===== src/include/sonata_io_cfg.svh =====
////////////////////////////////////////////////////////////////////////////
// Build-time configuration of the board I/O shell: reset hold length,
// shared pin count, SPI chip-select geometry and GPIO word widths
////////////////////////////////////////////////////////////////////////////

`ifndef SONATA_IO_CFG_SVH
`define SONATA_IO_CFG_SVH

// Locked clock cycles before the raw reset releases
`define SONATA_RST_HOLD 32'd16

// Shared bidirectional header pins
`define SONATA_INOUT_NUM 24

// SPI controllers and chip-select lines per controller
`define SONATA_SPI_NUM 5
`define SONATA_SPI_CS_NUM 4

// GPIO output word, split into LEDs, LCD and reset lines
`define SONATA_GPO_W 16

// GPIO input word seen by the system
`define SONATA_GPI_W 32

`endif


===== src/design/sonata_io_pkg.sv =====
////////////////////////////////////////////////////////////////////////////
// Types of the board I/O shell: dedicated pins, switches, GPIO output
// word, SPI chip selects, status LEDs and the shared pin vector
////////////////////////////////////////////////////////////////////////////

`include "sonata_io_cfg.svh"

package sonata_io_pkg;

  // Dedicated outputs, one bit per pad
  typedef struct packed {
    logic mb7_tx;     // mikroBUS UART
    logic mb4_copi;   // mikroBUS SPI
    logic mb2_sck;
    logic eth_sclk;
    logic eth_copi;
    logic lcd_clk;
    logic lcd_copi;
    logic flash_clk;
    logic flash_d0;
    logic rs232_tx;
    logic ser1_tx;
    logic ser0_tx;
  } out_pins_t;

  // Dedicated inputs
  typedef struct packed {
    logic mb8_rx;
    logic mb3_cipo;
    logic eth_cipo;
    logic flash_d1;
    logic rs232_rx;
    logic ser1_rx;
    logic ser0_rx;
  } in_pins_t;

  // Raw switch levels, active low on the board
  typedef struct packed {
    logic [4:0] nav;   // Joystick
    logic [7:0] user;
    logic [2:0] sel;   // Software select
  } board_sw_t;

  // GPIO output word from the system, MSB first
  typedef struct packed {
    logic                     mb_rst;
    logic                     eth_rst;
    logic [7:0]               user_led;
    logic                     lcd_backlight;
    logic                     lcd_dc;
    logic                     lcd_rst;
    logic [`SONATA_GPO_W-14:0] spare;   // Former chip-select bits
  } gp_out_t;

  // Controller by line
  typedef logic [`SONATA_SPI_NUM-1:0][`SONATA_SPI_CS_NUM-1:0] spi_cs_t;

  // SPI controller indices as wired on the board
  typedef enum logic [2:0] {
    SPI_FLASH = 3'd0,
    SPI_LCD   = 3'd1,
    SPI_ETH   = 3'd2,
    SPI_RPH0  = 3'd3,   // R-Pi SPI0 and Arduino
    SPI_RPH1  = 3'd4    // R-Pi SPI1 and mikroBUS
  } spi_ctrl_e;

  // Named chip-select pins on the board
  typedef struct packed {
    logic mb_cs;
    logic rph_spi1_ce2;
    logic rph_spi1_ce1;
    logic rph_spi1_ce0;
    logic ard_cs;
    logic rph_ce1;
    logic rph_ce0;
    logic eth_cs;
    logic lcd_cs;
    logic flash_cs;
  } board_cs_t;

  typedef struct packed {
    logic bootok;
    logic halted;
    logic cheri;
    logic legacy;
  } status_led_t;

  typedef logic [`SONATA_INOUT_NUM-1:0] inout_vec_t;

endpackage


===== src/design/pin_out_gate.sv =====
////////////////////////////////////////////////////////////////////////////
// Dedicated pin gating: outputs masked by their enables, inputs
// collected into one struct for the system
////////////////////////////////////////////////////////////////////////////

`timescale 1ns/1ps

module pin_out_gate (
  input  sonata_io_pkg::out_pins_t out_to_pins_i,
  input  sonata_io_pkg::out_pins_t out_to_pins_en_i,
  output sonata_io_pkg::out_pins_t out_pins_o,
  input  sonata_io_pkg::in_pins_t  in_pins_i,
  output sonata_io_pkg::in_pins_t  in_from_pins_o
);

  // A disabled output is pulled low rather than left floating
  always_comb begin
    // mikroBUS UART and SPI
    out_pins_o.mb7_tx    = out_to_pins_i.mb7_tx    & out_to_pins_en_i.mb7_tx;
    out_pins_o.mb4_copi  = out_to_pins_i.mb4_copi  & out_to_pins_en_i.mb4_copi;
    out_pins_o.mb2_sck   = out_to_pins_i.mb2_sck   & out_to_pins_en_i.mb2_sck;

    // Ethernet MAC
    out_pins_o.eth_sclk  = out_to_pins_i.eth_sclk  & out_to_pins_en_i.eth_sclk;
    out_pins_o.eth_copi  = out_to_pins_i.eth_copi  & out_to_pins_en_i.eth_copi;

    // LCD and flash SPI
    out_pins_o.lcd_clk   = out_to_pins_i.lcd_clk   & out_to_pins_en_i.lcd_clk;
    out_pins_o.lcd_copi  = out_to_pins_i.lcd_copi  & out_to_pins_en_i.lcd_copi;
    out_pins_o.flash_clk = out_to_pins_i.flash_clk & out_to_pins_en_i.flash_clk;
    out_pins_o.flash_d0  = out_to_pins_i.flash_d0  & out_to_pins_en_i.flash_d0;

    // Serial ports
    out_pins_o.rs232_tx  = out_to_pins_i.rs232_tx  & out_to_pins_en_i.rs232_tx;
    out_pins_o.ser1_tx   = out_to_pins_i.ser1_tx   & out_to_pins_en_i.ser1_tx;
    out_pins_o.ser0_tx   = out_to_pins_i.ser0_tx   & out_to_pins_en_i.ser0_tx;
  end

  // Inputs go straight to the system
  always_comb begin
    in_from_pins_o.mb8_rx   = in_pins_i.mb8_rx;
    in_from_pins_o.mb3_cipo = in_pins_i.mb3_cipo;
    in_from_pins_o.eth_cipo = in_pins_i.eth_cipo;
    in_from_pins_o.flash_d1 = in_pins_i.flash_d1;
    in_from_pins_o.rs232_rx = in_pins_i.rs232_rx;
    in_from_pins_o.ser1_rx  = in_pins_i.ser1_rx;
    in_from_pins_o.ser0_rx  = in_pins_i.ser0_rx;
  end

endmodule


===== config.mk =====
export PLATFORM = sky130hd
export DESIGN_NAME = pin_out_gate
export DESIGN_NICKNAME = d
export VERILOG_FILES = /design/src/design/sonata_io_pkg.sv /design/src/design/pin_out_gate.sv
export VERILOG_INCLUDE_DIRS = /design/src /design/src/include
export SDC_FILE = /design/constraint.sdc
export NUM_CORES = 1
export LEC_CHECK = 0
export ABC_AREA = 1
export BUFFER_PORTS_ARGS = -buffer_cell sky130_fd_sc_hd__buf_4
export CORE_AREA = 2 2 39 41
export DETAILED_ROUTE_END_ITERATION = 8
export DIE_AREA = 0 0 41 43
export GPL_ROUTABILITY_DRIVEN = 0
export MAX_ROUTING_LAYER = met4
export PLACE_DENSITY_LB_ADDON = 0.3
export SETUP_SLACK_MARGIN = 0.3
export SYNTH_ARGS = -nofsm -noshare
export SYNTH_HDL_FRONTEND = slang
export SYNTH_SLANG_ARGS = --single-unit

===== constraint.sdc =====
create_clock -name vclk -period 0.8
set_input_delay 0.04 -clock vclk [all_inputs]
set_output_delay 0.04 -clock vclk [all_outputs]
set_load 0.01 [all_outputs]

* Word level (Yosys, flattened, before mapping)
Cells that the tools add are included.
Widths: inputs -> output; s select.
** Operators by class
- Bitwise logic cells :: 12
** Operators with widths (count)
- $and 1x1->1 :: 12
** Word-level totals
- Word-level logic and storage cells :: 12
- Input bits :: 31
- Flip-flop bits (word level) :: 0
- Output and inout port bits :: 19

* Depth between registers and ports, before layout
- Depth in word-level cells :: 1
- Mapped depth :: 2

* Least setup slack after synthesis
OpenSTA, ideal clock, no wires.
- Kind :: input -> output
- From :: input port in_pins_i[0] in the netlist's numbering
- To :: output port in_from_pins_o[0] in the netlist's numbering
- Data required time :: 760 ps
- Data arrival time :: 159 ps
- Stages on the path :: 1
- Setup slack :: 601 ps
- Path buffers :: 1
- Path through :: buf_4
** RTL lines
- start: declaration :: line pin_out_gate.sv:12 : input sonata_io_pkg::in_pins_t in_pins_i,
- end: declaration :: line pin_out_gate.sv:13 : output sonata_io_pkg::in_pins_t in_from_pins_o
No word-level cell between the ends.

==> metrics.txt <==
# TYPE chip_impl_metric gauge
chip_impl_metric{name="slew_violations",unit=""} 0
chip_impl_metric{name="synth_simple_gate_area_frac",unit=""} 0.3158
chip_impl_metric{name="cp.required",unit="ps"} 760
chip_impl_metric{name="area_of_the_mapped_netlist",unit="sq um"} 142.6
chip_impl_metric{name="post_cts_buffers",unit=""} 0
chip_impl_metric{name="final.period_utilization",unit=""} 0.5085
chip_impl_metric{name="cp.arrival",unit="ps"} 370
chip_impl_info{name="synth_top_family_by_area",value="buffers and inverters"} 1
chip_impl_metric{name="wire_per_inst",unit="um"} 5.842
chip_impl_metric{name="detailedRoute.firstPassIterationCount",unit=""} 1
chip_impl_info{name="min-delay-start",value="in_pins_i[1]"} 1
chip_impl_metric{name="p_int",unit="mW"} 0.1200
chip_impl_info{name="critical_path_class",value="in -> out"} 1
chip_impl_metric{name="detail_route.drc_violations",unit=""} 0
chip_impl_info{name="start_kind",value="primary input"} 1
chip_impl_info{name="critical-path-slowest-cell",value="sky130_fd_sc_hd__buf_4"} 1
chip_impl_metric{name="global_route.usage.total",unit=""} 0.05015
chip_impl_metric{name="num-nets-final",unit=""} 93
chip_impl_metric{name="tightestPinTransition",unit="ps"} 47.09
chip_impl_info{name="crit_path_end_kind",value="primary output"} 1
chip_impl_metric{name="sequential_cell_area_fraction_in_the_yosys_report",unit=""} 0
chip_impl_metric{name="total_power",unit="mW"} 0.1748
chip_impl_metric{name="setup_viol_count_final",unit=""} 0
chip_impl_metric{name="pwr-share-clk",unit=""} 0
chip_impl_metric{name="p_per_area",unit="nW/um^2"} 459.6
chip_impl_info{name="timing.critical_path.cells",value="buf_4 -> nand2_1 -> inv_1 -> buf_4"} 1
chip_impl_metric{name="power.share.switching",unit=""} 0.3135
chip_impl_metric{name="routed_wl",unit="um"} 444
chip_impl_metric{name="grt_pass1_vias",unit=""} 205
chip_impl_metric{name="antenna_violations_before_repair",unit=""} 0
chip_impl_metric{name="fp.coreArea",unit="sq um"} 1384
chip_impl_metric{name="die_height",unit="um"} 43
chip_impl_metric{name="synthesis.yosys.warnings",unit=""} 0
chip_impl_metric{name="design.die.area",unit="sq um"} 1763
chip_impl_metric{name="xor_xnor_fraction_of_synth_area",unit=""} 0
chip_impl_metric{name="sum_of_overflow_across_all_layers_after_global_routing",unit=""} 0
chip_impl_metric{name="worst_slack",unit="ps"} 393.2
chip_impl_metric{name="p_comb_frac",unit=""} 1.000
chip_impl_metric{name="post_synth_inst_count",unit=""} 31
chip_impl_metric{name="num-clock-buffers",unit=""} 0
chip_impl_metric{name="ir_worst_vdd",unit="mV"} 0.09756
chip_impl_metric{name="ant_nets",unit=""} 0
chip_impl_metric{name="net-switching-power",unit="mW"} 0.05482
chip_impl_info{name="synthTopCellsByArea",value="sky130_fd_sc_hd__buf_4 37%, sky130_fd_sc_hd__inv_1 32%, sky130_fd_sc_hd__nand2_1 32%"} 1
chip_impl_metric{name="grt_first_pass_wirelength",unit="um"} 669
chip_impl_metric{name="placementRows",unit=""} 14
chip_impl_metric{name="holdBufCountCts",unit=""} 0
chip_impl_metric{name="period_minus_slack",unit="ps"} 406.8
chip_impl_metric{name="timing_hold_violations_final",unit=""} 0
chip_impl_metric{name="avgViaCountPerCell",unit=""} 3.329
chip_impl_metric{name="io_buffers",unit=""} 36
chip_impl_info{name="synth_commonest_cells",value="12 x sky130_fd_sc_hd__inv_1, 12 x sky130_fd_sc_hd__nand2_1, 7 x sky130_fd_sc_hd__buf_4"} 1
chip_impl_metric{name="synth-compound-area-share",unit=""} 0
chip_impl_info{name="crit_path_start",value="out_to_pins_i[2]"} 1
chip_impl_metric{name="layout.area.seq",unit="sq um"} 0
chip_impl_metric{name="pin_count_of_the_biggest_net_entering_global_routing",unit=""} 2
chip_impl_metric{name="worst-path-max-fanout",unit=""} 1
chip_impl_metric{name="syn-num-nets",unit=""} 62
chip_impl_metric{name="cts_resized",unit=""} 0
chip_impl_metric{name="drt_first_iter_violations",unit=""} 0
chip_impl_metric{name="timing.fmax",unit="MHz"} 2458
chip_impl_info{name="min_path_type",value="in -> out"} 1
chip_impl_metric{name="synth_adder_area_share",unit=""} 0
chip_impl_metric{name="fillCellCount",unit=""} 157
chip_impl_info{name="synth_top_area_cell",value="sky130_fd_sc_hd__buf_4"} 1
chip_impl_info{name="grt_setup_unrepaired",value="no"} 1
chip_impl_metric{name="final.setup.tns",unit="ps"} 0
chip_impl_metric{name="cellLeakagePower",unit="nW"} 0.2970
chip_impl_metric{name="pwr-share-seq",unit=""} 0
chip_impl_metric{name="dpl.hpwl",unit="um"} 437.7
chip_impl_info{name="cpMostUsedCell",value="sky130_fd_sc_hd__buf_4"} 1
chip_impl_metric{name="final.hold.worst_slack",unit="ps"} 80.00
chip_impl_metric{name="slowest_stage_delay_on_critical_path",unit="ps"} 130
chip_impl_metric{name="final_layout_size_suffix_gt1_frac",unit=""} 0.6000
chip_impl_metric{name="slew_headroom",unit=""} 0.9685
chip_impl_metric{name="synth_cell_type_count",unit=""} 3
chip_impl_metric{name="postSynthAreaPerCell",unit="sq um"} 4.601
chip_impl_info{name="status",value="finished, final reports clean"} 1
chip_impl_metric{name="synth_mux_area_frac",unit=""} 0
chip_impl_metric{name="die-width",unit="um"} 41
chip_impl_metric{name="initial_core_util",unit=""} 0.1031
chip_impl_metric{name="number_of_placed_i_o_pins",unit=""} 50
chip_impl_metric{name="post-synth-top-area-fraction",unit=""} 0.3684
chip_impl_metric{name="max_cap_violations",unit=""} 0
chip_impl_metric{name="seq_cell_count",unit=""} 0
chip_impl_metric{name="detailedPlace.worstSlack",unit="ps"} 387.8
chip_impl_metric{name="vias",unit=""} 253
chip_impl_metric{name="insertedDiodeCount",unit=""} 0
chip_impl_metric{name="synthToLayoutAreaGrowth",unit="%"} 166.7
layer usage:
layer  GRT usage  up-vias  share of wire
li1            -      132              -
met1     0.03481      100           0.25
met2      0.1094       21           0.52
met3     0.01571        0           0.22
met4           0        0              0
met5           -        -              0
worst paths after layout:
| path | slack (ps) | depth (start not counted) | end |
|---|---|---|---|
| hold / removal | 80 | 0 | in_from_pins_o[1] |
| setup / recovery | 390 | 4 | out_pins_o[2] |
critical path: cells and delay by family:
family / cells / cell delay [ps]
buf+inv: 3 / 280
simple gates: 1 / 50
layout make-up:
class / count / area, sq um / area share
multi-input combinational: 12 / 45.04 / 0.1184
timing repair buffer: 36 / 270.3 / 0.7105
inverter: 12 / 45.04 / 0.1184
tap: 16 / 20.02 / 0.05263
per-stage QoR:
stage | util | cells | cell area, sq um
5_1_grt | 0.2749 | 76 | 380.4
3_3_place_gp | 0.2749 | 76 | 380.4
4_1_cts | 0.2749 | 76 | 380.4
2_1_floorplan | - | 31 | 142.6
6_report | 0.2749 | 76 | 380.4
3_5_place_dp | 0.2749 | 76 | 380.4
layout by cell type, fill, tap and decap left out, drive strengths merged:
cell type / n
buf: 36
inv: 12
nand2: 12
power groups by stage:
stage	Sequential (mW)	Combinational, mW	Clock (mW)
5_1_grt	0	0.193	0
4_1_cts	0	0.178	0
3_3_place_gp	0	0.174	0
6_report	0	0.175	0
3_5_place_dp	0	0.178	0
2_1_floorplan	0	0.0777	0
logic make-up (layout without fill, tap and decap cells):
kind of cell | Yosys count | in the layout
buf+inv | 19 | 48
simple gates | 12 | 12
No activity file was read; power rests on OpenSTA's default activity.
