[src/include/sonata_io_cfg.svh]
////////////////////////////////////////////////////////////////////////////
// Build-time configuration of the board I/O shell: reset hold length,
// shared pin count, SPI chip-select geometry and GPIO word widths
////////////////////////////////////////////////////////////////////////////

`ifndef SONATA_IO_CFG_SVH
`define SONATA_IO_CFG_SVH

// Locked clock cycles before the raw reset releases
`define SONATA_RST_HOLD 32'd16

// Shared bidirectional header pins
`define SONATA_INOUT_NUM 24

// SPI controllers and chip-select lines per controller
`define SONATA_SPI_NUM 5
`define SONATA_SPI_CS_NUM 4

// GPIO output word, split into LEDs, LCD and reset lines
`define SONATA_GPO_W 16

// GPIO input word seen by the system
`define SONATA_GPI_W 32

`endif

[src/design/sonata_io_pkg.sv]
////////////////////////////////////////////////////////////////////////////
// Types of the board I/O shell: dedicated pins, switches, GPIO output
// word, SPI chip selects, status LEDs and the shared pin vector
////////////////////////////////////////////////////////////////////////////

`include "sonata_io_cfg.svh"

package sonata_io_pkg;

  // Dedicated outputs, one bit per pad
  typedef struct packed {
    logic mb7_tx;     // mikroBUS UART
    logic mb4_copi;   // mikroBUS SPI
    logic mb2_sck;
    logic eth_sclk;
    logic eth_copi;
    logic lcd_clk;
    logic lcd_copi;
    logic flash_clk;
    logic flash_d0;
    logic rs232_tx;
    logic ser1_tx;
    logic ser0_tx;
  } out_pins_t;

  // Dedicated inputs
  typedef struct packed {
    logic mb8_rx;
    logic mb3_cipo;
    logic eth_cipo;
    logic flash_d1;
    logic rs232_rx;
    logic ser1_rx;
    logic ser0_rx;
  } in_pins_t;

  // Raw switch levels, active low on the board
  typedef struct packed {
    logic [4:0] nav;   // Joystick
    logic [7:0] user;
    logic [2:0] sel;   // Software select
  } board_sw_t;

  // GPIO output word from the system, MSB first
  typedef struct packed {
    logic                     mb_rst;
    logic                     eth_rst;
    logic [7:0]               user_led;
    logic                     lcd_backlight;
    logic                     lcd_dc;
    logic                     lcd_rst;
    logic [`SONATA_GPO_W-14:0] spare;   // Former chip-select bits
  } gp_out_t;

  // Controller by line
  typedef logic [`SONATA_SPI_NUM-1:0][`SONATA_SPI_CS_NUM-1:0] spi_cs_t;

  // SPI controller indices as wired on the board
  typedef enum logic [2:0] {
    SPI_FLASH = 3'd0,
    SPI_LCD   = 3'd1,
    SPI_ETH   = 3'd2,
    SPI_RPH0  = 3'd3,   // R-Pi SPI0 and Arduino
    SPI_RPH1  = 3'd4    // R-Pi SPI1 and mikroBUS
  } spi_ctrl_e;

  // Named chip-select pins on the board
  typedef struct packed {
    logic mb_cs;
    logic rph_spi1_ce2;
    logic rph_spi1_ce1;
    logic rph_spi1_ce0;
    logic ard_cs;
    logic rph_ce1;
    logic rph_ce0;
    logic eth_cs;
    logic lcd_cs;
    logic flash_cs;
  } board_cs_t;

  typedef struct packed {
    logic bootok;
    logic halted;
    logic cheri;
    logic legacy;
  } status_led_t;

  typedef logic [`SONATA_INOUT_NUM-1:0] inout_vec_t;

endpackage

[src/design/board_gpio_map.sv]
////////////////////////////////////////////////////////////////////////////
// Board GPIO mapping: switch inversion and GPIO word packing, output
// word unpacking, SPI chip-select routing and the status LEDs
////////////////////////////////////////////////////////////////////////////

`timescale 1ns/1ps
`include "sonata_io_cfg.svh"

module board_gpio_map (
  input  sonata_io_pkg::board_sw_t   sw_n_i,
  input  logic                       mb_int_i,
  input  sonata_io_pkg::gp_out_t     gp_o_i,
  input  sonata_io_pkg::spi_cs_t     spi_cs_i,
  input  logic                       cheri_en_i,
  input  logic                       rgbled_dout_i,
  input  logic                       rst_sys_n_i,
  output logic [`SONATA_GPI_W-1:0]   gp_i_o,
  output sonata_io_pkg::board_cs_t   cs_pins_o,
  output sonata_io_pkg::status_led_t led_o,
  output logic [7:0]                 user_led_o,
  output logic [2:0]                 lcd_ctrl_o,     // {backlight, dc, rst}
  output logic                       eth_rst_o,
  output logic                       mb_rst_o,
  output logic                       flash_wp_n_o,
  output logic                       flash_hold_n_o,
  output logic                       rgbled_o
);
  import sonata_io_pkg::*;

  // Switches plus the mikroBUS interrupt
  localparam int unsigned GpiUsed = $bits(board_sw_t) + 1;

  board_sw_t sw_on;

  // Switches pull to ground when closed, so 1 means pressed after this
  assign sw_on = board_sw_t'(~sw_n_i);

  assign gp_i_o = {
    {(`SONATA_GPI_W - GpiUsed){1'b0}},
    sw_on.sel,
    mb_int_i,     // mikroBUS Click interrupt
    sw_on.user,
    sw_on.nav
  };

  // Output word fields to their pins
  assign user_led_o = gp_o_i.user_led;
  assign lcd_ctrl_o = {gp_o_i.lcd_backlight, gp_o_i.lcd_dc, gp_o_i.lcd_rst};
  assign eth_rst_o  = gp_o_i.eth_rst;
  assign mb_rst_o   = gp_o_i.mb_rst;

  // Chip selects, other controller lines are left open
  always_comb begin
    cs_pins_o.flash_cs     = spi_cs_i[SPI_FLASH][0];
    cs_pins_o.lcd_cs       = spi_cs_i[SPI_LCD][0];
    cs_pins_o.eth_cs       = spi_cs_i[SPI_ETH][0];
    cs_pins_o.rph_ce0      = spi_cs_i[SPI_RPH0][0];
    cs_pins_o.rph_ce1      = spi_cs_i[SPI_RPH0][1];
    cs_pins_o.ard_cs       = spi_cs_i[SPI_RPH0][2];
    cs_pins_o.rph_spi1_ce0 = spi_cs_i[SPI_RPH1][0];
    cs_pins_o.rph_spi1_ce1 = spi_cs_i[SPI_RPH1][1];
    cs_pins_o.rph_spi1_ce2 = spi_cs_i[SPI_RPH1][2];
    cs_pins_o.mb_cs        = spi_cs_i[SPI_RPH1][3];
  end

  // Status LEDs
  assign led_o.bootok = rst_sys_n_i;   // Lit once out of reset
  assign led_o.halted = 1'b0;
  assign led_o.cheri  = cheri_en_i;
  assign led_o.legacy = ~cheri_en_i;

  // Flash WP and HOLD are active low and never used
  assign flash_wp_n_o   = 1'b1;
  assign flash_hold_n_o = 1'b1;

  assign rgbled_o = ~rgbled_dout_i;  // Level shifter on the board inverts

endmodule

[config.mk]
export PLATFORM = sky130hd
export DESIGN_NAME = board_gpio_map
export DESIGN_NICKNAME = d
export VERILOG_FILES = /design/src/design/sonata_io_pkg.sv /design/src/design/board_gpio_map.sv
export VERILOG_INCLUDE_DIRS = /design/src /design/src/include
export SDC_FILE = /design/constraint.sdc
export NUM_CORES = 1
export LEC_CHECK = 0
export ABC_AREA = 1
export BUFFER_PORTS_ARGS = -buffer_cell sky130_fd_sc_hd__buf_2
export CORE_MARGIN = 4
export CORE_UTILIZATION = 22
export DETAILED_ROUTE_END_ITERATION = 8
export PLACE_DENSITY_LB_ADDON = 0.2
export RECOVER_POWER = 25
export SLEW_MARGIN = 20
export SYNTH_ARGS = -nofsm -noshare
export SYNTH_HDL_FRONTEND = slang
export SYNTH_SLANG_ARGS = --single-unit
[constraint.sdc]
create_clock -name vclk -period 0.8
set_input_delay 0.16 -clock vclk [all_inputs]
set_output_delay 0.16 -clock vclk [all_outputs]
set_load 0.03 [all_outputs]
After elaboration in Yosys (flattened, before gate mapping)
Index checks and enable logic that the tools add are counted.

storage, ports and cells
  bits of input ports = 56
  register bits = 0
  output and inout port bits = 62
  logic and storage cells = 3

cells by class
  bitwise operators = 3

operator list
  kind        count
  NOT 16 bit  1
  NOT 1 bit   2

Longest topological paths before layout
Gate-level depths: netlist of the first run.

  word-level depth = 1
  mapped depth = 1
  depth with buffers taken out = 1

Least setup slack after synthesis of the first run
OpenSTA, ideal clock, no wires.

  path type = input to output
  start = input port sw_n_i[11] (netlist name)
  end = output port gp_i_o[0]
  cell stages on the path = 1
  path buffers = 0
  data arrival time = 345 ps
  setup slack = 295 ps
  cell sequence = inv_1

between the ends
  word-level cells in the longest chain between the ends = 1

RTL lines
  element      line                  source
  from (decl)  board_gpio_map.sv:10  input sonata_io_pkg::board_sw_t sw_n_i,
  NOT 16 bit   board_gpio_map.sv:36  assign sw_on = board_sw_t'(~sw_n_i);
  to (decl)    board_gpio_map.sv:17  output logic [`SONATA_GPI_W-1:0] gp_i_o,

Every way passes these cells.

==> results.yml, run 1 <==
logic_synthesis:
  yosysTopAreaCellShare_pct: 81.5
  synth_cell_types: 3
  syn_area_um2: 405
  syn_inst: 64
  ys_seq_area_share_pct: 0
  synth_top_area_cell: "buf_4"
  synthTopCellsByArea: "buf_4 81%, inv_1 17%, conb_1 1.9%"
  syn_avg_cell_area_um2: 6.33
  ys_top_cells_by_count: "44 x buf_4, 18 x inv_1, 2 x conb_1"
  yosysMostFrequentCell: "buf_4"
  ys_warn_count: 0
detailed_routing:
  wl_um: 731
  initialDrtViolationCount: 0
  ant_nets: 0
  drc: 0
  via_per_inst: 2.98
  wire_per_inst_um: 7.46
  num_vias: 292
  firstDrtPassIters: 1
layout:
  final_cells: 98
  sequential_cell_total: 0
  num-clock-buffers: 0
  multi_input_area_um2: 67.6
  drive_above_1_share_pct: 50.7
  area_growth_pct: -13.3
  fin_nets: 131
  fillers: 201
  postLayoutCellArea_um2: 352
  seqCellArea_um2: 0
  diodes: 0
clock_tree:
  postCtsSetupRepairBufs: 0
  cts_resized: 0
  cts_hold_buf: 0
critical_path:
  path_cells: "buf_2 > inv_1 > buf_2"
  crit_fanout: 2
  start_kind: "primary input"
  critPathKind: "in2out"
  max_stage_delay_ns: 0.18
  critical_path.endpoint_type: "output port"
  crit_family: "buffers and inverters"
  crit_buf_inv: 3
  cp_num_cells: 3
  critPathMostFrequentCell: "buf_2"
  cp_slowest_cell: "buf_2"
  cp.required_ns: 0.64
  arrival_ns: 0.48
outcome:
  status: "complete, no violations"
timing:
  fin_crit_sh_pct: 80.6
  finalSetupTns_ns: 0
  slew_violations: 0
  hold_viol: 0
  period_minus_slack_ns: 0.645
  setup_viol: 0
  whs_ns: 0.320
  max_freq_mhz: 1550
  fin_ws_ns: 0.155
  rsz0062_at_grt: "no"
die:
  io_pins: 118
  die_h_um: 50.9
  die_area_um2: 2590
  core_area_um2: 1750
  rows: 15
  die_w_um: 50.9
  start_util_pct: 23.2
global_route:
  grt-ovfl-total: 0
  grt_pass1_vias: 224
  track_usage_pct: 4.00
  grt_antenna_before_repair: 0
  grt_pass1_wl_um: 869
  grt_max_degree: 3
pwr:
  p_leak_nw: 0.300
  powerDensity_nw_per_um2: 912
  max-vdd-ir-drop_mv: 0.216
place:
  dp.cells: 98
  port_buffers: 37
  post-place-ws_ns: 0.151
  dp_hpwl_um: 686
  gp_congestion: 0.499
  dpl_cell_area_um2: 352
worst_hold_path:
  hp-class: "in2out"
  worstHoldStart: "gp_o_i[4]"
  whs_path_depth: 0
  hold_path_end: "lcd_ctrl_o[1]"
flow_run:
  maxCapViolCount: 0
[worst max-delay path by stage]
| stage | from | end | slack (ns) |
|---|---|---|---|
| 3_3_place_gp | cheri_en_i | led_o[0] | 0.15 |
| 6_report | cheri_en_i | led_o[0] | 0.16 |
| 4_1_cts | cheri_en_i | led_o[0] | 0.15 |
| 3_5_place_dp | cheri_en_i | led_o[0] | 0.15 |
| 2_1_floorplan | sw_n_i[11] | gp_i_o[0] | 0.30 |
| 5_1_grt | sw_n_i[10] | gp_i_o[12] | 0.12 |
[metrics by stage]
stage	total power, mW	util, %
after floorplan	0.538	-
after global placement	0.320	20.1
after detailed placement	0.321	20.1
after CTS	0.321	20.1
after global routing	0.341	20.1
final	0.321	20.1
[logic make-up after synthesis]
group | after synthesis | share of synthesized area [%]
buffers and inverters | 62 | 98.1
other | 2 | 1.85
[power breakdown]
group,switching [mW],total (mW),internal [mW]
registers,0,0,0
logic,0.251,0.321,0.0702
clock network,0,0,0
[placed cells by master (no fill, tap or decap), drive strengths merged]
cell / n
buf: 37
conb: 18
inv: 18
[metal layers]
metal	track usage, %	part of all wire (%)	up-vias
met3	2.04	28	14
met5	0	0	-
met4	4.48	7.9	0
met1	2.26	19	104
met2	7.73	44	46
li1	-	-	128
[cell type report]
type,instances,area share (%)
well taps,25,8.90
multi-input cells,18,19.2
repair buffers,37,52.7
inverters,18,19.2
No activity file was read; power rests on OpenSTA's default activity.
==> inputs of run 2 (changes only) <==
CORE_UTILIZATION = 20   (was 22)
==> run 2 against run 1 <==
  * Wire length is 9.2% higher
  * Largest power group unchanged
  * Power hardly changed
  * Critical path depth stayed put
  * Via count is 3.1% lower
  * Non-clock buffer count stayed put
  * Count of clock-buffer cells in the layout stayed put
  * First-iteration DRC count stayed put
  * Sequential cell count stayed put
  * Utilization is 1.9 points lower
==> results.yml, run 2 (synthesis gave the netlist of run 1 again) <==
timing:
  period_minus_slack_ns: 0.646
  slew_violations: 0
  setup_viol: 0
  finalSetupTns_ns: 0
  rsz0062_at_grt: "no"
  fin_crit_sh_pct: 80.7
  max_freq_mhz: 1550
  hold_viol: 0
critical_path:
  critPathMostFrequentCell: "buf_2"
  crit_end: "led_o[0]"
  arrival_ns: 0.49
  max_stage_delay_ns: 0.18
  critPathKind: "in2out"
  critical_path.endpoint_type: "output port"
  path_cells: "buf_2 > inv_1 > buf_2"
  start_kind: "primary input"
  cp_slowest_cell: "buf_2"
  cp.required_ns: 0.64
  startpoint: "cheri_en_i"
  crit_fanout: 2
pwr:
  combPwrFrac_pct: 100.0
  intPower_uw: 70.2
  finalPower_uw: 321
  p_seq_share_pct: 0
  max-vdd-ir-drop_mv: 0.217
  switchingPower_uw: 251
  p_clk_share_pct: 0
  p_leak_nw: 0.300
  powerDensity_nw_per_um2: 907
  netSwitchingFraction_pct: 78.1
global_route:
  grt_use_met1_pct: 2.00
  met3_usage_pct: 2.82
  grt_pass1_vias: 152
  grt.met2_usage_pct: 5.37
  grt_max_degree: 3
  track_usage_pct: 3.26
  grt_antenna_before_repair: 0
  grt-ovfl-total: 0
  grt_pass1_wl_um: 703
  grt_busiest_layer: "met2"
worst_hold_path:
  hp-class: "in2out"
place:
  gp_congestion: 0.469
  port_buffers: 37
  dp_hpwl_um: 754
detailed_routing:
  initialDrtViolationCount: 0
  ant_nets: 0
  wire_per_inst_um: 7.98
  wl_um: 798
  num_vias: 283
  firstDrtPassIters: 1
  drc: 0
  via_per_inst: 2.83
die:
  die_area_um2: 2810
  io_pins: 118
  core_area_um2: 1940
  die_w_um: 53.0
  start_util_pct: 20.9
  rows: 16
  die_h_um: 53.0
clock_tree:
  postCtsSetupRepairBufs: 0
  cts_resized: 0
  cts_hold_buf: 0
layout:
  layout_common_cells: "37 x buf_2, 18 x inv_1, 18 x conb_1"
  area_growth_pct: -12.7
  mostFrequentLayoutCell: "buf_2"
  sequential_cell_total: 0
  seqCellArea_um2: 0
  diodes: 0
  fin_nets: 131
  drive_above_1_share_pct: 50.7
  num-clock-buffers: 0
outcome:
  status: "complete, no violations"
flow_run:
  maxCapViolCount: 0
[run 2: cell type report]
type	instances	area, um2
Timing Repair Buffer	37	185
Multi-Input combinational cell	18	67.6
Tap cell	27	33.8
Inverter	18	67.6
Fill cell	231	1590
[run 2: per-layer routing]
| metal | routed length (um) | vias to the layer above | share of wire (%) |
|---|---|---|---|
| met5 | 0 | - | 0 |
| met4 | 34 | 0 | 4.3 |
| met3 | 260 | 10 | 33 |
| met2 | 362 | 47 | 45 |
| met1 | 142 | 98 | 18 |
| li1 | - | 128 | - |
[run 2: critical path: cells and delay by family]
family / cells / cell delay (ns)
buffers and inverters: 3 / 0.33
[run 2: power groups by stage]
stage                     Sequential [mW]  Clock [mW]  Combinational, mW
after detailed placement                0           0              0.320
final                                   0           0              0.321
after global routing                    0           0              0.342
after global placement                  0           0              0.320
after CTS                               0           0              0.321
after floorplan                         0           0              0.538
[run 2: worst min path at each step]
| stage | start | end | slack (ns) | depth (start not counted) |
|---|---|---|---|---|
| after floorplan | sw_n_i[11] | gp_i_o[0] | 0.43 | 1 |
| after global placement | spi_cs_i[17] | cs_pins_o[7] | 0.32 | 0 |
| after detailed placement | spi_cs_i[17] | cs_pins_o[7] | 0.32 | 0 |
| after CTS | spi_cs_i[17] | cs_pins_o[7] | 0.32 | 0 |
| after global routing | gp_o_i[10] | user_led_o[4] | 0.32 | 0 |
| final | gp_o_i[12] | user_led_o[6] | 0.32 | 0 |
[run 2: per-stage QoR]
stage          cell area [um2]  utilization (%)  hold WS (ns)  instances  worst slack, ns
6_report                   354             18.2         0.320        100            0.154
5_1_grt                    354             18.2         0.320        100            0.126
4_1_cts                    354             18.2         0.320        100            0.143
3_5_place_dp               354             18.2         0.320        100            0.143
3_3_place_gp               354             18.2         0.320        100            0.145
2_1_floorplan              465                -         0.430         80            0.295
