[src/include/sonata_io_cfg.svh]
////////////////////////////////////////////////////////////////////////////
// Build-time configuration of the board I/O shell: reset hold length,
// shared pin count, SPI chip-select geometry and GPIO word widths
////////////////////////////////////////////////////////////////////////////

`ifndef SONATA_IO_CFG_SVH
`define SONATA_IO_CFG_SVH

// Locked clock cycles before the raw reset releases
`define SONATA_RST_HOLD 32'd16

// Shared bidirectional header pins
`define SONATA_INOUT_NUM 24

// SPI controllers and chip-select lines per controller
`define SONATA_SPI_NUM 5
`define SONATA_SPI_CS_NUM 4

// GPIO output word, split into LEDs, LCD and reset lines
`define SONATA_GPO_W 16

// GPIO input word seen by the system
`define SONATA_GPI_W 32

`endif

[src/design/board_rst_ctrl.sv]
////////////////////////////////////////////////////////////////////////////
// Board reset control: PLL-gated saturating hold counter and a two-flop
// release synchronizer producing the system reset
////////////////////////////////////////////////////////////////////////////

`timescale 1ns/1ps
`include "sonata_io_cfg.svh"

module board_rst_ctrl (
  input  logic clk_sys_i,
  input  logic arst_n_i,      // Board reset button
  input  logic pll_locked_i,
  output logic rst_sys_n_o
);

  logic [31:0] hold_cnt_q;
  logic        rst_raw_n;
  logic [1:0]  sync_q;

  // Raw reset releases once the hold count is reached
  assign rst_raw_n = (hold_cnt_q == `SONATA_RST_HOLD);

  // Count locked cycles, restart whenever lock is lost
  always_ff @(posedge clk_sys_i or negedge arst_n_i) begin
    if (!arst_n_i) begin
      hold_cnt_q <= '0;
    end else if (!pll_locked_i) begin
      hold_cnt_q <= '0;
    end else if (!rst_raw_n) begin
      hold_cnt_q <= hold_cnt_q + 32'd1;  // Saturates at the hold value
    end
  end

  // Release goes through two flops; loss of lock asserts at once
  always_ff @(posedge clk_sys_i or negedge arst_n_i) begin
    if (!arst_n_i) begin
      sync_q <= '0;
    end else if (!pll_locked_i) begin
      sync_q <= '0;
    end else begin
      sync_q <= {sync_q[0], rst_raw_n};
    end
  end

  assign rst_sys_n_o = sync_q[1];

  // System must be in reset on the edge after lock was seen low
  a_rst_on_unlock: assert property (
    @(posedge clk_sys_i) disable iff (!arst_n_i)
    !pll_locked_i |=> !rst_sys_n_o
  ) else $error("System reset released after PLL lock loss");

  a_cnt_bound: assert property (
    @(posedge clk_sys_i) disable iff (!arst_n_i)
    hold_cnt_q <= `SONATA_RST_HOLD
  ) else $error("Reset hold counter above its limit");

endmodule

[config.mk]
export PLATFORM = sky130hd
export DESIGN_NAME = board_rst_ctrl
export DESIGN_NICKNAME = d
export VERILOG_FILES = /design/src/design/board_rst_ctrl.sv
export VERILOG_INCLUDE_DIRS = /design/src /design/src/include
export SDC_FILE = /design/constraint.sdc
export NUM_CORES = 1
export LEC_CHECK = 0
export BUFFER_PORTS_ARGS = -buffer_cell sky130_fd_sc_hd__buf_2
export CORE_UTILIZATION = 50
export DETAILED_ROUTE_END_ITERATION = 8
export PLACE_DENSITY = 0.67
export SLEW_MARGIN = 20
export SYNTH_ARGS = -nofsm -noshare
export SYNTH_HDL_FRONTEND = slang
export SYNTH_SLANG_ARGS = --single-unit
[constraint.sdc]
create_clock -name clk_sys_i -period 1.7 [get_ports clk_sys_i]
set_input_delay 0.51 -clock clk_sys_i [delete_from_list [all_inputs] [get_ports clk_sys_i]]
set_output_delay 0.51 -clock clk_sys_i [all_outputs]
set_load 0.005 [all_outputs]
==> Yosys cells after proc, flatten, opt, wreduce, memory -nomap -nowiden <==
Index checks and enable logic that the tools add are counted.
{ "op_classes": {"n_addsub": 1, "eq_ne": 2, "n_mux": 3} }
{ "op_table": {"columns": ["op", "count"], "rows": [
  ["32-bit two-way mux", 2],
  ["32-bit by 1-bit adder with 32-bit output (second input constant)", 1],
  ["32-bit by 5-bit == test with 1-bit output (second input constant)", 1],
  ["2-bit two-way mux", 1],
  ["2-bit != test (second input constant)", 1]
]} }
{ "word_totals": {"reg_bits": 34, "inputBits": 3, "output_inout_bits": 1, "word_cells": 8} }

==> Logic depth before layout (Yosys ltp) <==
Gate-level depths: netlist of run 1.
{ "depth": {"word_depth": 3, "ltp_mapped": 6, "depth_no_buf": 6} }

==> Worst setup path before layout of run 1 <==
Ideal clock, no wire load.
{ "synth_path": {"path_kind": "flip-flop to flip-flop", "from": "register hold_cnt_q[0]", "to": "register hold_cnt_q[16]", "arrival_ns": 1.768, "t_required_ns": 1.622, "slack_ns": -0.146, "path_stages_with_launch": 7, "path_buffers": 1, "path_cell_list": "dfrtp_1 -> ha_1 -> and4_2 -> nand3_1 -> buf_2 -> or4_1 -> a21oi_1"} }
{ "synth_between": {"elab_chain_cells": 3, "elab_cells_between_ends": 5, "classes_between": "add/sub: 1; eq/ne: 2; mux: 2"} }
{ "synth_rtl": {"columns": ["element", "line_no", "source"], "rows": [
  ["start, declared", "board_rst_ctrl.sv:16", "logic [31:0] hold_cnt_q;"],
  ["start signal, assigned", "board_rst_ctrl.sv:30", "hold_cnt_q <= hold_cnt_q + 32'd1;"],
  ["32-bit by 1-bit adder with 32-bit output", "board_rst_ctrl.sv:30", null],
  ["32-bit two-way mux", "board_rst_ctrl.sv:29", "end else if (!rst_raw_n) begin"],
  ["32-bit two-way mux", "board_rst_ctrl.sv:27", "end else if (!pll_locked_i) begin"]
]} }
Several ways; a longest one is shown, not always the timed one. The select of a mux whose other input is x is not followed.
A chain may end at the register's enable or synchronous reset.

==> Worst setup path in the final report of run 1 <==
{ "layout_path": {"from": "register hold_cnt_q[1]", "to": "register hold_cnt_q[21]"} }
The elaborated chain is that of the path after synthesis.

==> summary.md, run 1 <==
| Metric | Value |
|---|---|
| Pin count of the biggest net entering global routing | `32` |
| DRC violation count after routing | `0` |
| Vias/cell | `6.350` |
| Largest area contributor in the netlist | `dfrtp_1` |
| Dominant combinational cell family by area after synthesis | `simple AND/OR/NAND/NOR gates` |
| Most used flip-flop cell after synthesis | `dfrtp_1` |
| Average instance area after synthesis | `9.426 um2` |
| Remaining global-route overflow | `0` |
| Area taken by flip-flops and latches | `850.8 um2` |
| Count of filler cells inserted in the layout | `212` |
| Wire length reported by the detailed router | `5523 um` |
| Ys Warns | `0` |
| Time the final worst path needs with I/O delays and setup | `1.866 ns` |
| Count of H-tree levels built during CTS | `2` |
| PnR Total Power | `1.711 mW` |
| Violation count after the first detailed-routing iteration | `166` |
| Drt first pass iters | `4` |
| Worst max-slew margin expressed relative to the limit | `0.7107` |
| Cell count after placement | `268` |
| Mux cell area share after synthesis | `0.01089` |
| Portion of synthesized cell area occupied by the leading cell type | `0.4629` |
| Antenna diode count | `0` |
| Die height | `62.63 um` |
| Die Footprint | `3923 um2` |
| First-pass GRT wire length | `8411 um` |
| Ports | `4` |
| Failing checks | `negative setup slack` |
| Pre-CTS worst setup slack | `-0.1592 ns` |
| Initial antenna violation count | `0` |
| Number of enable-type register cells in the synthesized netlist | `0` |
| Placeable Area | `3416 um2` |
| Critical path class | `flop to flop` |
| Worst vdd ir | `0.6777 mV` |
| Placed wire-length estimate after detailed placement | `3065 um` |
| Adder and majority cell fraction of the synthesized area | `0.01361` |
| Clk sink count | `34` |
| Number of placement rows | `21` |
| Required time of the critical path | `1.98 ns` |
| Complex-gate fraction of the synthesized area | `0.1212` |
| Mapped cell area | `1838 um2` |
| Num CTS Buffers | `5` |
| Final period util | `1.098` |
| Synth Area in XOR/XNOR | `0.04765` |
| Number of violations of the max-capacitance limit | `0` |
| Result of the run | `complete, but fails checks` |
| Cell with the most instances after synthesis | `dfrtp_1` |
| Post-synthesis async set-or-reset flop share | `1.000` |
| Final Hold Viols | `0` |
| Commonest cells in the synthesized netlist | `dfrtp_1 (34), a21oi_1 (20), nand2_1 (12), or4_1 (12), o31ai_1 (11)` |
| Final Net Count | `252` |
| Cell area after layout | `2684 um2` |
| Total negative slack | `-1.620 ns` |
| Vias in the first global route | `1,833` |
| Effective utilization at floorplan | `0.5381` |
| Final count of pins violating max slew | `0` |
| Sequential area share after synthesis | `0.4629` |
| Worst path setup slack after routing | `-0.1663 ns` |
| Worst clock skew | `0.01772 ns` |
| Transition time at the pin with the least slew margin | `0.4340 ns` |
| Clock-pin transition on the worst setup and hold timing paths | `0.12 ns` |
| Setup violation total in the final timing report | `19` |
| Remaining antenna violation count after routing | `0` |
| Power density over the cells | `637.5 nW/um2` |
| Final Hold Slack | `0.06758 ns` |
| Final Core Density | `0.7857` |
| Die outline width | `62.63 um` |
| Category of the worst setup path capture point | `flop` |
| Number of buffer cells added on primary ports | `3` |
| Simple-Gate Fraction of Synth Area | `0.3029` |
| TritonCTS clock tree | `done` |
| Startpoint types | `flop` |
| Fraction of final layout cells sized beyond drive strength 1 | `0.4395` |
| Worst-case clock buffer depth | `2` |
| Net count after synthesis | `200` |
| Highest Clock Rate | `0.5358 GHz` |
| Unrepaired setup endpoints after global routing | `yes` |
| WL per Instance | `18.79 um` |
| Clk root buf | `clkbuf_4` |
| Crit path DAT | `2.14 ns` |
| Placed cell areas | `2138 um2` |
| CP Max Fanout | `5` |
| Final cell count without fillers | `294` |
| Gate count of the mapped netlist | `195` |
| # hold bufs at CTS | `0` |
| #FFs+latches synth | `34` |
| Multi-input combinational cell area | `1220 um2` |
| Leakage | `1.101 nW` |
| Routability Congestion | `0.7833` |
| Combined global-route utilization of all metal layers | `0.2788` |
| Layout Area Growth over Synthesis | `46.02%` |
| Largest cells by area after synthesis | `dfrtp_1 (46%), a21oi_1 (5.4%), or4_1 (4.9%), o31ai_1 (4.5%), nand4_1 (3.4%)` |
| Kind of path behind the tightest hold check | `input pin to async pin` |
| Yosys cell types | `31` |
| Via total after detailed routing | `1,867` |
| Later-pin clock latency in the skew report | `0.36 ns` |
==> layout by cell type, fill, tap and decap left out, types with 3 or more instances in the layout <==
cell type | Yosys | final
xor2_1 | 6 | 6
clkbuf_4 | 0 | 5
dfrtp_1 | 34 | 34
nor2_1 | 10 | 10
o31ai_4 | 0 | 3
inv_1 | 9 | 7
nor4_4 | 0 | 3
buf_4 | 0 | 41
a21oi_2 | 0 | 8
nand3_1 | 9 | 7
and2_1 | 3 | 3
xnor2_1 | 4 | 4
nand4_1 | 10 | 10
buf_6 | 1 | 6
and4_1 | 7 | 6
nand2_1 | 12 | 11
nor4_2 | 1 | 4
nor3_1 | 6 | 4
o31ai_2 | 0 | 3
or4_1 | 12 | 3
a21oi_1 | 20 | 12
o31ai_1 | 11 | 5
or3_1 | 6 | 6
or4_4 | 1 | 11
buf_2 | 3 | 3
o21ai_0 | 8 | 6
==> registers in the layout, indices dropped and copies added, names as in the netlist <==
name and count:
sync_q 2, hold_cnt_q 32
==> final cells by class <==
cell class,count,area share
Inverter,9,0.01445
Clock inverter,3,0.02564
Sequential cell,34,0.3170
Timing Repair Buffer,51,0.1529
Tap cell,46,0.02145
Clock buffer,5,0.01399
Multi-Input combinational cell,146,0.4545
==> repair_timing <==
action,4_1_cts,5_1_grt
buffers inserted,9,7
pin swaps,20,21
gates resized for setup,14,49
cloned,2,0
endpoints found under the setup margin,19,22
==> routing by layer <==
layer  GRT usage  up-vias  part of all wire
li1            -      849                 -
met5           0        -                 0
met1      0.3481      934              0.41
met4      0.1512        0             0.034
met2      0.4375       63              0.51
met3     0.07664       21             0.048
==> final timing paths <==
path                                    start  slack [ns]  cells after the start              to
worst max-delay path            hold_cnt_q[1]       -0.17                      5  hold_cnt_q[21]
worst min-delay path                 arst_n_i        0.07                      1  hold_cnt_q[25]
worst max register to register  hold_cnt_q[1]       -0.17                      5  hold_cnt_q[21]
worst min register to register      sync_q[0]        0.48                      1       sync_q[1]
max in group asynchronous            arst_n_i        1.17                      2   hold_cnt_q[3]
min in group clk_sys_i           pll_locked_i        0.43                      2       sync_q[1]
==> critical path, cell delays in order, from the launching register on <==
cell	delay, ns
dfrtp_1	0.44
nand3_2	0.15
buf_4	0.18
or4_4	0.46
or3_1	0.38
a21oi_1	0.18
==> report_power, final <==
part | internal [mW] | switching [mW] | leakage, nW
Combinational | 0.0526 | 0.0717 | 0.573
Clock | 0.460 | 0.306 | 0.0554
Sequential | 0.814 | 0.00687 | 0.473
Total | 1.33 | 0.385 | 1.10
==> logic make-up after synthesis <==
logic type,after synthesis
adder cells (fa/ha/maj),2
flip-flops,34
buffers and inverters,17
AND/OR/NAND/NOR,91
AO/OA/AOI/OAI,39
XOR/XNOR,10
multiplexers,2
No activity file was read; power rests on OpenSTA's default activity.
==> run 2: changes to the inputs <==
CTS_CLUSTER_DIAMETER = 40   (was unset)
RECOVER_POWER = 50   (was unset)
==> run 2 against run 1 <==
Net effect: first-iteration DRC count up 1.8%; largest cell class unchanged; cell count unchanged; the run still ends with negative setup slack left; fmax barely moved; total power shrank 0.26%; critical path depth unchanged; sequential power about the same; register-to-register slack hardly changed; highest routed layer unchanged; largest power group unchanged; core utilization down 0.48 points; cell area fell by 0.61%; clock skew decreased by 0.00051 ns.
==> summary.md, run 2 (same netlist as run 1, synthesis figures left out) <==
| Metric | Value |
|---|---|
| Most flops, register | `hold_cnt_q` |
| Required time of the critical path | `1.98 ns` |
| Failing checks | `negative setup slack` |
| Later-pin clock latency in the skew report | `0.36 ns` |
| Clock-pin transition on the worst setup and hold timing paths | `0.12 ns` |
| First-pass GRT wire length | `8411 um` |
| Vias/cell | `6.350` |
| Most frequent standard cell in the layout excluding fill and tap cells | `buf_4` |
| Final cell count without fillers | `294` |
| Routability Congestion | `0.7833` |
| Placeable Area | `3416 um2` |
| Antenna diode count | `0` |
| DRC violation count after routing | `0` |
| Biggest registers after layout | `hold_cnt_q: 32 flops, sync_q: 2 flops` |
| Via total after detailed routing | `1,867` |
| CP Max Fanout | `5` |
| Die Footprint | `3923 um2` |
| Critical Path, Cell by Cell | `nand3_2, buf_4, or4_4, or3_1, a21oi_1` |
| Ports | `4` |
| Die height | `62.63 um` |
| Power density over the cells | `639.7 nW/um2` |
| Layout Area Growth over Synthesis | `45.13%` |
| PnR Total Power | `1.707 mW` |
| Worst max-slew margin expressed relative to the limit | `0.3576` |
| Result of the run | `complete, but fails checks` |
| Drt first pass iters | `4` |
| Final period util | `1.098` |
| Kind of path behind the tightest hold check | `input pin to async pin` |
| Violation count after the first detailed-routing iteration | `169` |
| Slowest library cell on the worst path | `or4_4` |
| Number of buffer cells added on primary ports | `3` |
| Worst vdd ir | `0.6834 mV` |
| Crit path DAT | `2.14 ns` |
| Pin count of the biggest net entering global routing | `32` |
| Final Hold Viols | `0` |
| Clk sink count | `34` |
| Vias in the first global route | `1,833` |
| Number of placement rows | `21` |
| Cell count after placement | `268` |
| Remaining antenna violation count after routing | `0` |
| Remaining global-route overflow | `0` |
| Leakage | `1.093 nW` |
| Fraction of final layout cells sized beyond drive strength 1 | `0.4355` |
| Highest Clock Rate | `0.5358 GHz` |
| Worst-case clock buffer depth | `2` |
| Unrepaired setup endpoints after global routing | `yes` |
| Total negative slack | `-1.602 ns` |
| Setup violation total in the final timing report | `18` |
| Num CTS Buffers | `5` |
| Effective utilization at floorplan | `0.5381` |
| Highest-count cells in the layout ignoring fill and taps | `buf_4 (41), dfrtp_1 (34), a21oi_1 (12)` |
| Category of the worst setup path capture point | `flop` |
| Transition time at the pin with the least slew margin | `0.9637 ns` |
| Critical path class | `flop to flop` |
| Initial antenna violation count | `0` |
| Clk root buf | `clkbuf_4` |
| Time the final worst path needs with I/O delays and setup | `1.866 ns` |
| WL per Instance | `18.73 um` |
| Combined global-route utilization of all metal layers | `0.2788` |
| Largest incremental delay on the critical path | `0.46 ns` |
| Wire length reported by the detailed router | `5508 um` |
| Flip-flop count of the largest register, all copies and words added | `32` |
| Number of violations of the max-capacitance limit | `0` |
| Worst clock skew | `0.01721 ns` |
| Placed wire-length estimate after detailed placement | `3065 um` |
| Final Net Count | `252` |
| Count of H-tree levels built during CTS | `2` |
| Die outline width | `62.63 um` |
| TritonCTS clock tree | `done` |
| Startpoint types | `flop` |
| Worst path setup slack after routing | `-0.1664 ns` |
| Final count of pins violating max slew | `0` |
| # hold bufs at CTS | `0` |
run 2: cell count changes in the layout (fill, tap and decap cells not counted):
cell      previous run  this run
clkbuf_2             0         1
buf_2                3         2
clkbuf_1             0         1
buf_12               1         0
run 2: worst paths after layout:
path	end	from	slack (ns)	depth (start not counted)
min in group clk_sys_i	sync_q[1]	pll_locked_i	0.43	2
setup reg to reg	hold_cnt_q[21]	hold_cnt_q[1]	-0.17	5
max in group asynchronous	hold_cnt_q[3]	arst_n_i	0.43	2
setup / recovery	hold_cnt_q[21]	hold_cnt_q[1]	-0.17	5
hold reg to reg	sync_q[1]	sync_q[0]	0.48	1
hold / removal	hold_cnt_q[25]	arst_n_i	0.26	1
run 2: per-stage QoR:
stage / setup slack (ns) / utilization / cell area [um2] / hold WS, ns
2_1_floorplan: -0.05576 / - / 1863 / 0.2144
3_3_place_gp: -0.06147 / 0.6260 / 2138 / 0.4502
3_5_place_dp: -0.1592 / 0.6260 / 2138 / 0.4540
4_1_cts: -0.1549 / 0.7011 / 2395 / 0.08206
5_1_grt: -0.2204 / 0.7810 / 2668 / 0.3230
6_report: -0.1664 / 0.7810 / 2668 / 0.2629
run 2: power by group:
| group | total, mW | internal (mW) | switching (mW) | leakage (nW) |
|---|---|---|---|---|
| combinational | 0.120 | 0.0485 | 0.0711 | 0.565 |
| clock | 0.766 | 0.460 | 0.306 | 0.0554 |
| sequential | 0.821 | 0.814 | 0.00678 | 0.473 |
run 2: layer usage:
metal  track usage  wire (um)  vias up  share of wire
li1              -          -      850              -
met1        0.3481       2279      940           0.41
met2        0.4375       2767       58           0.50
met3       0.07664        280       19          0.051
met4        0.1512        180        0          0.033
met5             0          0        -              0
run 2: area by class of cell:
type | count | area [um2]
multi-input cells | 146 | 1220
flip-flops and latches | 34 | 850.8
fillers | 215 | 748.2
repair buffers | 51 | 394.1
clock inverters | 3 | 68.82
well taps | 46 | 57.56
inverters | 9 | 38.79
clock buffers | 5 | 37.54
run 2: repair_timing:
action	CTS	global route
cloned	2	0
buffers inserted	9	7
resized for setup	14	49
hold endpoints to repair	0	0
pin swaps	20	21
endpoints found under the setup margin	19	22
run 2: worst max-delay path: cells and delay by family (launching register included):
family	cells	cell delay, ns
buf+inv	1	0.17
flops	1	0.44
compound gates	1	0.18
simple gates	3	1.00
